## config.mk

```make
export PLATFORM = sky130hd
export DESIGN_NAME = recorder_top
export DESIGN_NICKNAME = d
export VERILOG_FILES = /design/src/hdl/guitar_pkg.sv /design/src/hdl/ui_pkg.sv /design/src/hdl/beat_timer.sv /design/src/hdl/note_capture.sv /design/src/hdl/note_display.sv /design/src/hdl/note_memory.sv /design/src/hdl/recorder_control.sv /design/src/hdl/recorder_top.sv
export SDC_FILE = /design/constraint.sdc
export NUM_CORES = 2
export LEC_CHECK = 0
export BUFFER_PORTS_ARGS = -buffer_cell sky130_fd_sc_hd__buf_4
export CORE_ASPECT_RATIO = 0.75
export CORE_MARGIN = 3
export CORE_UTILIZATION = 45
export CTS_BUF_LIST = sky130_fd_sc_hd__clkbuf_4 sky130_fd_sc_hd__clkbuf_8
export DETAILED_ROUTE_END_ITERATION = 7
export HOLD_SLACK_MARGIN = 0.02
export SLEW_MARGIN = 40
export SYNTH_ARGS = -nofsm -noshare
export SYNTH_HDL_FRONTEND = slang
export SYNTH_HIERARCHICAL = 1
export SYNTH_SLANG_ARGS = --single-unit
```

## constraint.sdc

```tcl
create_clock -name clk -period 21.5 [get_ports clk]
set_input_delay 4.3 -clock clk [delete_from_list [all_inputs] [get_ports clk]]
set_output_delay 4.3 -clock clk [all_outputs]
set_load 0.02 [all_outputs]
```

## src/hdl/guitar_pkg.sv

```systemverilog
// Note domain definitions shared by the capture, storage and display datapath
`default_nettype none

package guitar_pkg;

	// guitar geometry
	localparam int NUM_STRINGS   = 6;
	// row 0 is the open row, rows 1 to 4 are the fret bars
	localparam int NUM_FRET_ROWS = 5;

	// storage widths
	localparam int NOTE_W = 32;
	localparam int ADDR_W = 6;

	// one bit per string
	typedef logic [NUM_STRINGS-1:0] string_t;

	// frets 1 to 4 at bits 1 to 4, bit 0 unused
	typedef logic [NUM_FRET_ROWS-1:0] fret_t;

	// bit 6*row + string set when that string sounded on that row
	// bits 30 and 31 stay zero
	typedef logic [NOTE_W-1:0] note_t;

	typedef logic [ADDR_W-1:0] addr_t;

endpackage

`default_nettype wire

```

## src/hdl/ui_pkg.sv

```systemverilog
// User interface definitions for the controller, tempo selection and display
`default_nettype none

package ui_pkg;

	//////////////////////////////////////////////////
	// controller states
	//////////////////////////////////////////////////
	typedef enum logic [4:0] {
		BEGIN,
		SELECT_MODE,
		SELECT_MODE_WAIT,
		MODE_CONFIRM,
		WAIT_RECORD,
		WAIT_RECORD_WAIT,
		RECORDING,
		RECORDING_WAIT,
		RECORD_STOP,
		RECORD_STOP_WAIT,
		WAIT_PLAY,
		WAIT_PLAY_WAIT,
		PLAYING,
		PLAYING_WAIT,
		PLAY_STOP,
		PLAY_STOP_WAIT,
		END
	} ctrl_state_t;

	//////////////////////////////////////////////////
	// tempo and mode selection
	//////////////////////////////////////////////////
	typedef logic [2:0] speed_t;
	typedef logic [1:0] mode_t;

	localparam mode_t MODE_PLAY   = 2'd0;
	localparam mode_t MODE_RECORD = 2'd1;

	// beats per minute, slowest first
	localparam int unsigned TEMPO_BPM [8] = '{40, 60, 80, 100, 120, 140, 180, 220};

	//////////////////////////////////////////////////
	// display
	//////////////////////////////////////////////////
	typedef logic [3:0] hex_t;
	// segments gfedcba, active low
	typedef logic [6:0] seg_t;

endpackage

`default_nettype wire

```

## src/hdl/beat_timer.sv

```systemverilog
// Tempo beat counter that opens a capture window once per beat
`timescale 1ns/10ps
`default_nettype none

module beat_timer #(
	parameter int unsigned CLK_HZ       = 50_000_000,
	parameter int unsigned GUARD_CYCLES = 10_000
) (
	input  logic           clk,
	input  logic           resetn,
	input  ui_pkg::speed_t speed,
	output logic           window,
	output logic           window_start,
	output logic           window_end
);

	// slowest tempo sets the counter width
	localparam int unsigned SLOW_PERIOD =
		int'(64'(CLK_HZ) * 64'd60 / 64'(ui_pkg::TEMPO_BPM[0]));
	localparam int CNT_W = $clog2(SLOW_PERIOD);

	logic [CNT_W-1:0] reload [8];
	logic [CNT_W-1:0] count;
	logic             in_window;

	// reload value P-1 per tempo code
	for (genvar i = 0; i < 8; i++) begin : g_reload
		assign reload[i] =
			CNT_W'(64'(CLK_HZ) * 64'd60 / 64'(ui_pkg::TEMPO_BPM[i]) - 64'd1);
	end

	// guard gap is the last GUARD_CYCLES counts of each beat
	assign in_window = (count >= GUARD_CYCLES);

	always_ff @(posedge clk) begin
		if (!resetn) begin
			count        <= reload[speed];
			window       <= 1'b0;
			window_start <= 1'b0;
			window_end   <= 1'b0;
		end else begin
			if (count == '0) begin
				count <= reload[speed];
			end else begin
				count <= count - 1'b1;
			end
			window       <= in_window;
			window_start <= in_window & ~window;
			window_end   <= ~in_window & window;
		end
	end

	assert property (@(posedge clk) disable iff (!resetn)
		!(window_start && window_end))
		else $error("window edges coincide");

endmodule

`default_nettype wire

```

## src/hdl/note_capture.sv

```systemverilog
// Per-beat string and fret accumulator with string by row note encoding
`timescale 1ns/10ps
`default_nettype none

module note_capture (
	input  logic                clk,
	input  logic                resetn,
	input  logic                window,
	input  guitar_pkg::string_t strings,
	input  guitar_pkg::fret_t   frets,
	output guitar_pkg::note_t   captured_note
);

	localparam int ROW_W = $clog2(guitar_pkg::NUM_FRET_ROWS);

	guitar_pkg::string_t                   string_acc;
	logic [guitar_pkg::NUM_FRET_ROWS-1:0] row_acc;
	logic [ROW_W-1:0]                      row_sel;

	// highest held fret wins, open row when none
	always_comb begin
		row_sel = '0;
		for (int f = 1; f < guitar_pkg::NUM_FRET_ROWS; f++) begin
			if (frets[f]) row_sel = ROW_W'(f);
		end
	end

	always_ff @(posedge clk) begin
		if (!resetn || !window) begin
			string_acc <= '0;
			row_acc    <= '0;
		end else begin
			string_acc       <= string_acc | strings;
			row_acc[row_sel] <= 1'b1;
		end
	end

	// cross strings with rows, top two bits left at zero
	always_comb begin
		captured_note = '0;
		for (int r = 0; r < guitar_pkg::NUM_FRET_ROWS; r++) begin
			captured_note[r*guitar_pkg::NUM_STRINGS +: guitar_pkg::NUM_STRINGS] =
				string_acc & {guitar_pkg::NUM_STRINGS{row_acc[r]}};
		end
	end

endmodule

`default_nettype wire

```

## src/hdl/note_display.sv

```systemverilog
// Two digit seven-segment view of the one-hot index in each note half
`timescale 1ns/10ps
`default_nettype none

module note_display (
	input  guitar_pkg::note_t note,
	output ui_pkg::seg_t      hex_low,
	output ui_pkg::seg_t      hex_high
);

	localparam int HALF_W = guitar_pkg::NOTE_W / 2;

	// index of the single set bit, F otherwise
	function automatic ui_pkg::hex_t onehot_digit(input logic [HALF_W-1:0] half);
		ui_pkg::hex_t idx;
		int           hits;
		idx  = 4'hf;
		hits = 0;
		for (int i = 0; i < HALF_W; i++) begin
			if (half[i]) begin
				idx  = ui_pkg::hex_t'(i);
				hits = hits + 1;
			end
		end
		if (hits != 1) idx = 4'hf;
		return idx;
	endfunction

	// standard active-low patterns
	function automatic ui_pkg::seg_t seg_of(input ui_pkg::hex_t digit);
		case (digit)
			4'h0: return 7'b1000000;
			4'h1: return 7'b1111001;
			4'h2: return 7'b0100100;
			4'h3: return 7'b0110000;
			4'h4: return 7'b0011001;
			4'h5: return 7'b0010010;
			4'h6: return 7'b0000010;
			4'h7: return 7'b1111000;
			4'h8: return 7'b0000000;
			4'h9: return 7'b0011000;
			4'ha: return 7'b0001000;
			4'hb: return 7'b0000011;
			4'hc: return 7'b1000110;
			4'hd: return 7'b0100001;
			4'he: return 7'b0000110;
			default: return 7'b0001110;
		endcase
	endfunction

	assign hex_low  = seg_of(onehot_digit(note[HALF_W-1:0]));
	assign hex_high = seg_of(onehot_digit(note[guitar_pkg::NOTE_W-1:HALF_W]));

endmodule

`default_nettype wire

```

## src/hdl/note_memory.sv

```systemverilog
// Beat address counter and note store with mode gated read out
`timescale 1ns/10ps
`default_nettype none

module note_memory #(
	parameter int DEPTH = 64
) (
	input  logic              clk,
	input  logic              resetn,
	input  logic              window_start,
	input  logic              window_end,
	input  logic              address_clear,
	input  logic              recording,
	input  logic              playing,
	input  guitar_pkg::note_t captured_note,
	output guitar_pkg::addr_t address,
	output guitar_pkg::note_t note
);

	guitar_pkg::note_t mem [DEPTH];

	// one step per beat, wrapping at DEPTH
	always_ff @(posedge clk) begin
		if (!resetn) begin
			address <= '0;
		end else if (window_start) begin
			if (address_clear || address == guitar_pkg::addr_t'(DEPTH - 1)) begin
				address <= '0;
			end else begin
				address <= address + 1'b1;
			end
		end
	end

	// store the finished window
	always_ff @(posedge clk) begin
		if (window_end && recording) begin
			mem[address] <= captured_note;
		end
	end

	assign note = (recording || playing) ? mem[address] : '0;

	assert property (@(posedge clk) disable iff (!resetn)
		!(recording && playing))
		else $error("record and play active together");

endmodule

`default_nettype wire

```

## src/hdl/recorder_control.sv

```systemverilog
// Mode FSM that sequences selection, recording and playback from the buttons
`timescale 1ns/10ps
`default_nettype none

module recorder_control (
	input  logic          clk,
	input  logic          resetn,
	input  logic          select,
	input  logic          back,
	input  ui_pkg::mode_t mode,
	output logic          address_clear,
	output logic          recording,
	output logic          playing
);

	ui_pkg::ctrl_state_t state;
	ui_pkg::ctrl_state_t state_next;

	logic clear_next;
	logic record_next;
	logic play_next;

	//////////////////////////////////////////////////
	// next state
	//////////////////////////////////////////////////
	always_comb begin
		state_next = state;
		case (state)
			ui_pkg::BEGIN:
				state_next = ui_pkg::SELECT_MODE;
			ui_pkg::SELECT_MODE:
				if (select) state_next = ui_pkg::SELECT_MODE_WAIT;
			ui_pkg::SELECT_MODE_WAIT:
				if (!select) state_next = ui_pkg::MODE_CONFIRM;
			ui_pkg::MODE_CONFIRM: begin
				// unknown mode codes stay here
				if (!select && mode == ui_pkg::MODE_PLAY) begin
					state_next = ui_pkg::WAIT_PLAY;
				end else if (!select && mode == ui_pkg::MODE_RECORD) begin
					state_next = ui_pkg::WAIT_RECORD;
				end
			end

			// record branch
			ui_pkg::WAIT_RECORD: begin
				if (back) begin
					state_next = ui_pkg::SELECT_MODE;
				end else if (select) begin
					state_next = ui_pkg::WAIT_RECORD_WAIT;
				end
			end
			ui_pkg::WAIT_RECORD_WAIT:
				if (!select) state_next = ui_pkg::RECORDING;
			ui_pkg::RECORDING:
				if (select) state_next = ui_pkg::RECORDING_WAIT;
			ui_pkg::RECORDING_WAIT:
				if (!select) state_next = ui_pkg::RECORD_STOP;
			ui_pkg::RECORD_STOP:
				if (select || back) state_next = ui_pkg::RECORD_STOP_WAIT;
			ui_pkg::RECORD_STOP_WAIT:
				if (!select) state_next = ui_pkg::END;

			// play branch
			ui_pkg::WAIT_PLAY: begin
				if (back) begin
					state_next = ui_pkg::SELECT_MODE;
				end else if (select) begin
					state_next = ui_pkg::WAIT_PLAY_WAIT;
				end
			end
			ui_pkg::WAIT_PLAY_WAIT:
				if (!select) state_next = ui_pkg::PLAYING;
			ui_pkg::PLAYING:
				if (select) state_next = ui_pkg::PLAYING_WAIT;
			ui_pkg::PLAYING_WAIT:
				if (!select) state_next = ui_pkg::PLAY_STOP;
			ui_pkg::PLAY_STOP:
				if (select || back) state_next = ui_pkg::PLAY_STOP_WAIT;
			ui_pkg::PLAY_STOP_WAIT:
				if (!select) state_next = ui_pkg::END;

			ui_pkg::END:
				state_next = ui_pkg::BEGIN;
			default:
				state_next = ui_pkg::BEGIN;
		endcase
	end

	// levels decoded from the upcoming state, so they track the state register
	always_comb begin
		clear_next  = 1'b0;
		record_next = 1'b0;
		play_next   = 1'b0;
		case (state_next)
			ui_pkg::WAIT_RECORD, ui_pkg::WAIT_RECORD_WAIT,
			ui_pkg::WAIT_PLAY, ui_pkg::WAIT_PLAY_WAIT:
				clear_next = 1'b1;
			ui_pkg::RECORDING, ui_pkg::RECORDING_WAIT:
				record_next = 1'b1;
			ui_pkg::PLAYING, ui_pkg::PLAYING_WAIT:
				play_next = 1'b1;
			default: ;
		endcase
	end

	always_ff @(posedge clk) begin
		if (!resetn) begin
			state         <= ui_pkg::BEGIN;
			address_clear <= 1'b0;
			recording     <= 1'b0;
			playing       <= 1'b0;
		end else begin
			state         <= state_next;
			address_clear <= clear_next;
			recording     <= record_next;
			playing       <= play_next;
		end
	end

	// the datapath relies on one mode at a time
	assert property (@(posedge clk) disable iff (!resetn)
		$onehot0({address_clear, recording, playing}))
		else $error("controller levels overlap");

endmodule

`default_nettype wire

```

## src/hdl/recorder_top.sv

```systemverilog
// Guitar chord step recorder top level joining the controller and note datapath
`timescale 1ns/10ps
`default_nettype none

module recorder_top #(
	parameter int unsigned CLK_HZ       = 50_000_000,
	parameter int unsigned GUARD_CYCLES = 10_000,
	parameter int          DEPTH        = 64
) (
	input  logic               clk,
	input  logic               resetn,
	input  logic               select,
	input  logic               back,
	input  ui_pkg::mode_t      mode,
	input  ui_pkg::speed_t     speed,
	input  guitar_pkg::string_t strings,
	input  guitar_pkg::fret_t  frets,
	output logic               beat_window,
	output guitar_pkg::addr_t  note_address,
	output guitar_pkg::note_t  note,
	output ui_pkg::seg_t       hex_low,
	output ui_pkg::seg_t       hex_high
);

	// controller levels
	logic address_clear;
	logic recording;
	logic playing;

	// beat timing
	logic window;
	logic window_start;
	logic window_end;

	guitar_pkg::note_t captured_note;

	recorder_control u_control (
		.clk          (clk),
		.resetn       (resetn),
		.select       (select),
		.back         (back),
		.mode         (mode),
		.address_clear(address_clear),
		.recording    (recording),
		.playing      (playing)
	);

	beat_timer #(
		.CLK_HZ      (CLK_HZ),
		.GUARD_CYCLES(GUARD_CYCLES)
	) u_beat_timer (
		.clk         (clk),
		.resetn      (resetn),
		.speed       (speed),
		.window      (window),
		.window_start(window_start),
		.window_end  (window_end)
	);

	note_capture u_capture (
		.clk          (clk),
		.resetn       (resetn),
		.window       (window),
		.strings      (strings),
		.frets        (frets),
		.captured_note(captured_note)
	);

	note_memory #(
		.DEPTH(DEPTH)
	) u_memory (
		.clk          (clk),
		.resetn       (resetn),
		.window_start (window_start),
		.window_end   (window_end),
		.address_clear(address_clear),
		.recording    (recording),
		.playing      (playing),
		.captured_note(captured_note),
		.address      (note_address),
		.note         (note)
	);

	note_display u_display (
		.note    (note),
		.hex_low (hex_low),
		.hex_high(hex_high)
	);

	assign beat_window = window;

endmodule

`default_nettype wire

```

==> impl_metrics.toml <==
[clocking]
clkSinkCount = 2109
cts_tree = "done"
cts_buffer_depth = 4
post_cts_buffers = 0
root_buffer = "clkbuf_8"
cts_buffers = 332
cts_hold_buf = 0
clkTransAtPathRegs_ps = 60
htree_levels = 5
cts_resized = 0
insertion_delay_ps = 1020

[placed_design]
hpwlAfterDp_um = 136000
globalplace.congestion = 0.800
dp.cells = 7004
io_buffers = 71
placed_area_um2 = 91200

[power_and_ir_drop]
ir_drop_mv = 0.0495
p_total_mw = 7.91
clockPowerShare_pct = 41.0
cellPowerDensity_nw_per_um2 = 81.2
p_leak_nw = 29.6
comb_power_share_pct = 2.4
switchingPower_mw = 1.65
pwr-share-seq_pct = 56.6
p_sw_share_pct = 20.8
p_int_mw = 6.26

[synthesis]
synth_top_area_share_pct = 70.8
yosys_warnings = 6
synth_edf_count = 2048
syn_avg_cell_area_um2 = 19.4
synthesis.area_um2 = 86800
ys_seq_area_share_pct = 72.2
synth.area.top_cells = "edfxtp_1 (71%), mux4_2 (14%), mux2i_1 (1.5%)"
yosysUniqueCellTypes = 113
synth_flop_cell = "edfxtp_1"
ys_ff_latch = 2109
synthCells = 4470
synth_area_leader_cell = "edfxtp_1"
async_flop_share_pct = 0

[worst_hold_path]
min_path_type = "flop to flop"

[timing]
timing.final.hold_violations = 0
setup_violations = 0
rsz0062_at_grt = "no"
min_period_ps = 19970
hold_slack_ps = 492
fmax_mhz = 50.1
finClkSkew_ps = 45.2
period_share_pct = 92.9
maxSlewViolCount = 0
tns_ps = 0
worst_slew_pin_slew_ps = 912
slew_headroom_pct = 37.4

[floorplanning]
die_y_um = 386
rows = 138
coreArea_um2 = 190000
dieArea_um2 = 198000
initial_core_util_pct = 45.6
ios = 73
die_w_um = 513

[setup_path]
cp_num_buf_inv = 8
crit_required_ps = 17200
end_kind = "output port"
critical-path-top-delay-family = "adder cells"
crit_path_top_delay_cell = "dfxtp_4"
slowest_delay_ps = 740
path_class = "flop to output port"
critPathMaxFanout = 26
critPathArrivalTime_ps = 15670
start_kind = "flop"
crit_top_cell = "ha_1"

[drt]
avgRoutedWirePerCell_um = 31.8
vias = 46900
ant_nets = 0
firstDrtPassIters = 6
wirelength_um = 240000
drtIter0Drc = 6296
detail_route.vias_per_cell = 6.20
drc = 0

[global_routing]
grt_pass1_wl_um = 341000
grt-ovfl-total = 0
antenna_found_initial = 6
grt_util_all_layers_pct = 24.1
grt_max_degree = 98
grt_pass1_vias = 45600

[final_layout]
ff_latch_area_um2 = 62700
area_growth_syn_to_layout_pct = 12.1
multi_input_comb_area_um2 = 23100
num-fill-cells = 15300
fin_area_um2 = 97400
finalNonFillerCells = 7562
finalNetCount = 4889
drive_gt1_share_pct = 29.0

[outcome]
status = "complete, no violations"

[run]
cap_violations = 0
## sequential cells by signal (all words and copies together), names as in the netlist, 5 cells and up, named ones only
register and cells:
u_memory/mem 2048, u_beat_timer/count 27, u_capture/string_acc 6, u_memory/address 6, u_capture/row_acc 5, u_control/state 5
## metrics by stage
step,setup WS [ps],util (%)
final,1530,51.2
after global placement,2560,47.9
after detailed placement,2610,47.9
after CTS,1320,51.1
after floorplan,4360,-
after global routing,204,51.2
## layout by cell type (no fill, tap or decap), types with 13 or more instances in the layout
cell      count
edfxtp_1   2048
mux4_2      522
clkbuf_8    336
buf_4       232
nand2_1     179
nor2_1      141
mux2i_1     127
clkbuf_4    112
a21oi_1      86
o21ai_0      79
clkinv_1     69
nand3_1      65
nor2_4       63
inv_1        57
dfxtp_1      55
ha_1         50
xnor2_1      49
mux2_2       42
nand2b_1     38
xor2_1       36
nor3_1       34
nor2b_1      32
a22oi_1      31
o22ai_1      30
a221oi_1     30
a31oi_1      28
o211ai_1     24
and3_1       21
and2_1       20
clkinv_2     18
and2_4       17
nor4_1       15
a211oi_1     15
or3_1        15
nand4_1      13
o31ai_1      13
and2_2       13
## layer usage
layer | vias to the layer above | part of all wire (%) | global-route usage (%)
li1 | 19100 | - | -
met5 | - | 0.0054 | 0
met3 | 323 | 9.8 | 4.42
met1 | 25000 | 43 | 37.2
met2 | 2426 | 45 | 35.2
met4 | 2 | 2.1 | 6.53
## area by class of cell
type | instances | share of cell area (%)
Antenna cell | 6 | 0.0154
Clock buffer | 448 | 5.61
Clock inverter | 103 | 0.655
Inverter | 59 | 0.229
Multi-Input combinational cell | 2072 | 23.7
Sequential cell | 2109 | 64.4
Tap cell | 2520 | 3.24
Timing Repair Buffer | 245 | 2.06
## cells in the mapped netlist, types with 8 or more instances
cell type  count
xor2_1        36
o31ai_1       14
o211ai_1      24
buf_4         59
a31oi_1       30
a21o_1         8
dfxtp_1       61
buf_1         10
a211o_1        8
o2111ai_1     10
inv_1         57
a32oi_1        8
clkbuf_1      85
o22ai_1       30
nor4_1        16
a22o_1         9
nand4_1       13
nor2b_1       33
mux4_2       522
and3_1        21
a211oi_1      15
buf_2         49
mux2_2        42
and2_1        50
xnor2_1       49
nand2b_1      38
a22oi_1       31
o21a_1         9
xnor3_1       10
nor3_1        37
or2_2         12
a221oi_1      31
o21ai_0       82
nand3b_1       9
nor2_1       206
edfxtp_1    2048
mux2i_1      129
nand2_1      179
ha_1          50
nand3_1       66
a21oi_1       86
or3_1         15
buf_6         22
## final timing paths
path	startpoint	endpoint	slack, ps	cells past startpoint
min	u_beat_timer/window$_SDFF_PN0_	u_beat_timer/window_start$_SDFF_PN0_	490	1
max reg2reg	u_memory/address[2]$_SDFFE_PN0P_	u_memory/mem[46][17]$_DFFE_PP_	18260	3
min reg2reg	u_beat_timer/window$_SDFF_PN0_	u_beat_timer/window_start$_SDFF_PN0_	490	1
max	flop	hex_high[3]	1530	63
## power by group through the flow
stage / clock network (mW) / registers (mW) / logic [mW]
2_1_floorplan: 0 / 4.55 / 0.163
3_3_place_gp: 0 / 4.56 / 0.193
3_5_place_dp: 0 / 4.56 / 0.195
4_1_cts: 3.30 / 4.47 / 0.195
5_1_grt: 3.48 / 4.47 / 0.210
6_report: 3.24 / 4.47 / 0.194
## logic make-up after synthesis
kind of cell / after synthesis / synth area share (%)
adder cells (fa/ha/maj): 50 / 0.721
buffers and inverters: 290 / 1.85
AO/OA/AOI/OAI: 474 / 3.78
flip-flops: 2109 / 72.2
other: 1 / 0.00432
multiplexers: 700 / 15.8
AND/OR/NAND/NOR: 743 / 4.32
XOR/XNOR: 103 / 1.32
Power figures use the tool's default switching activity.
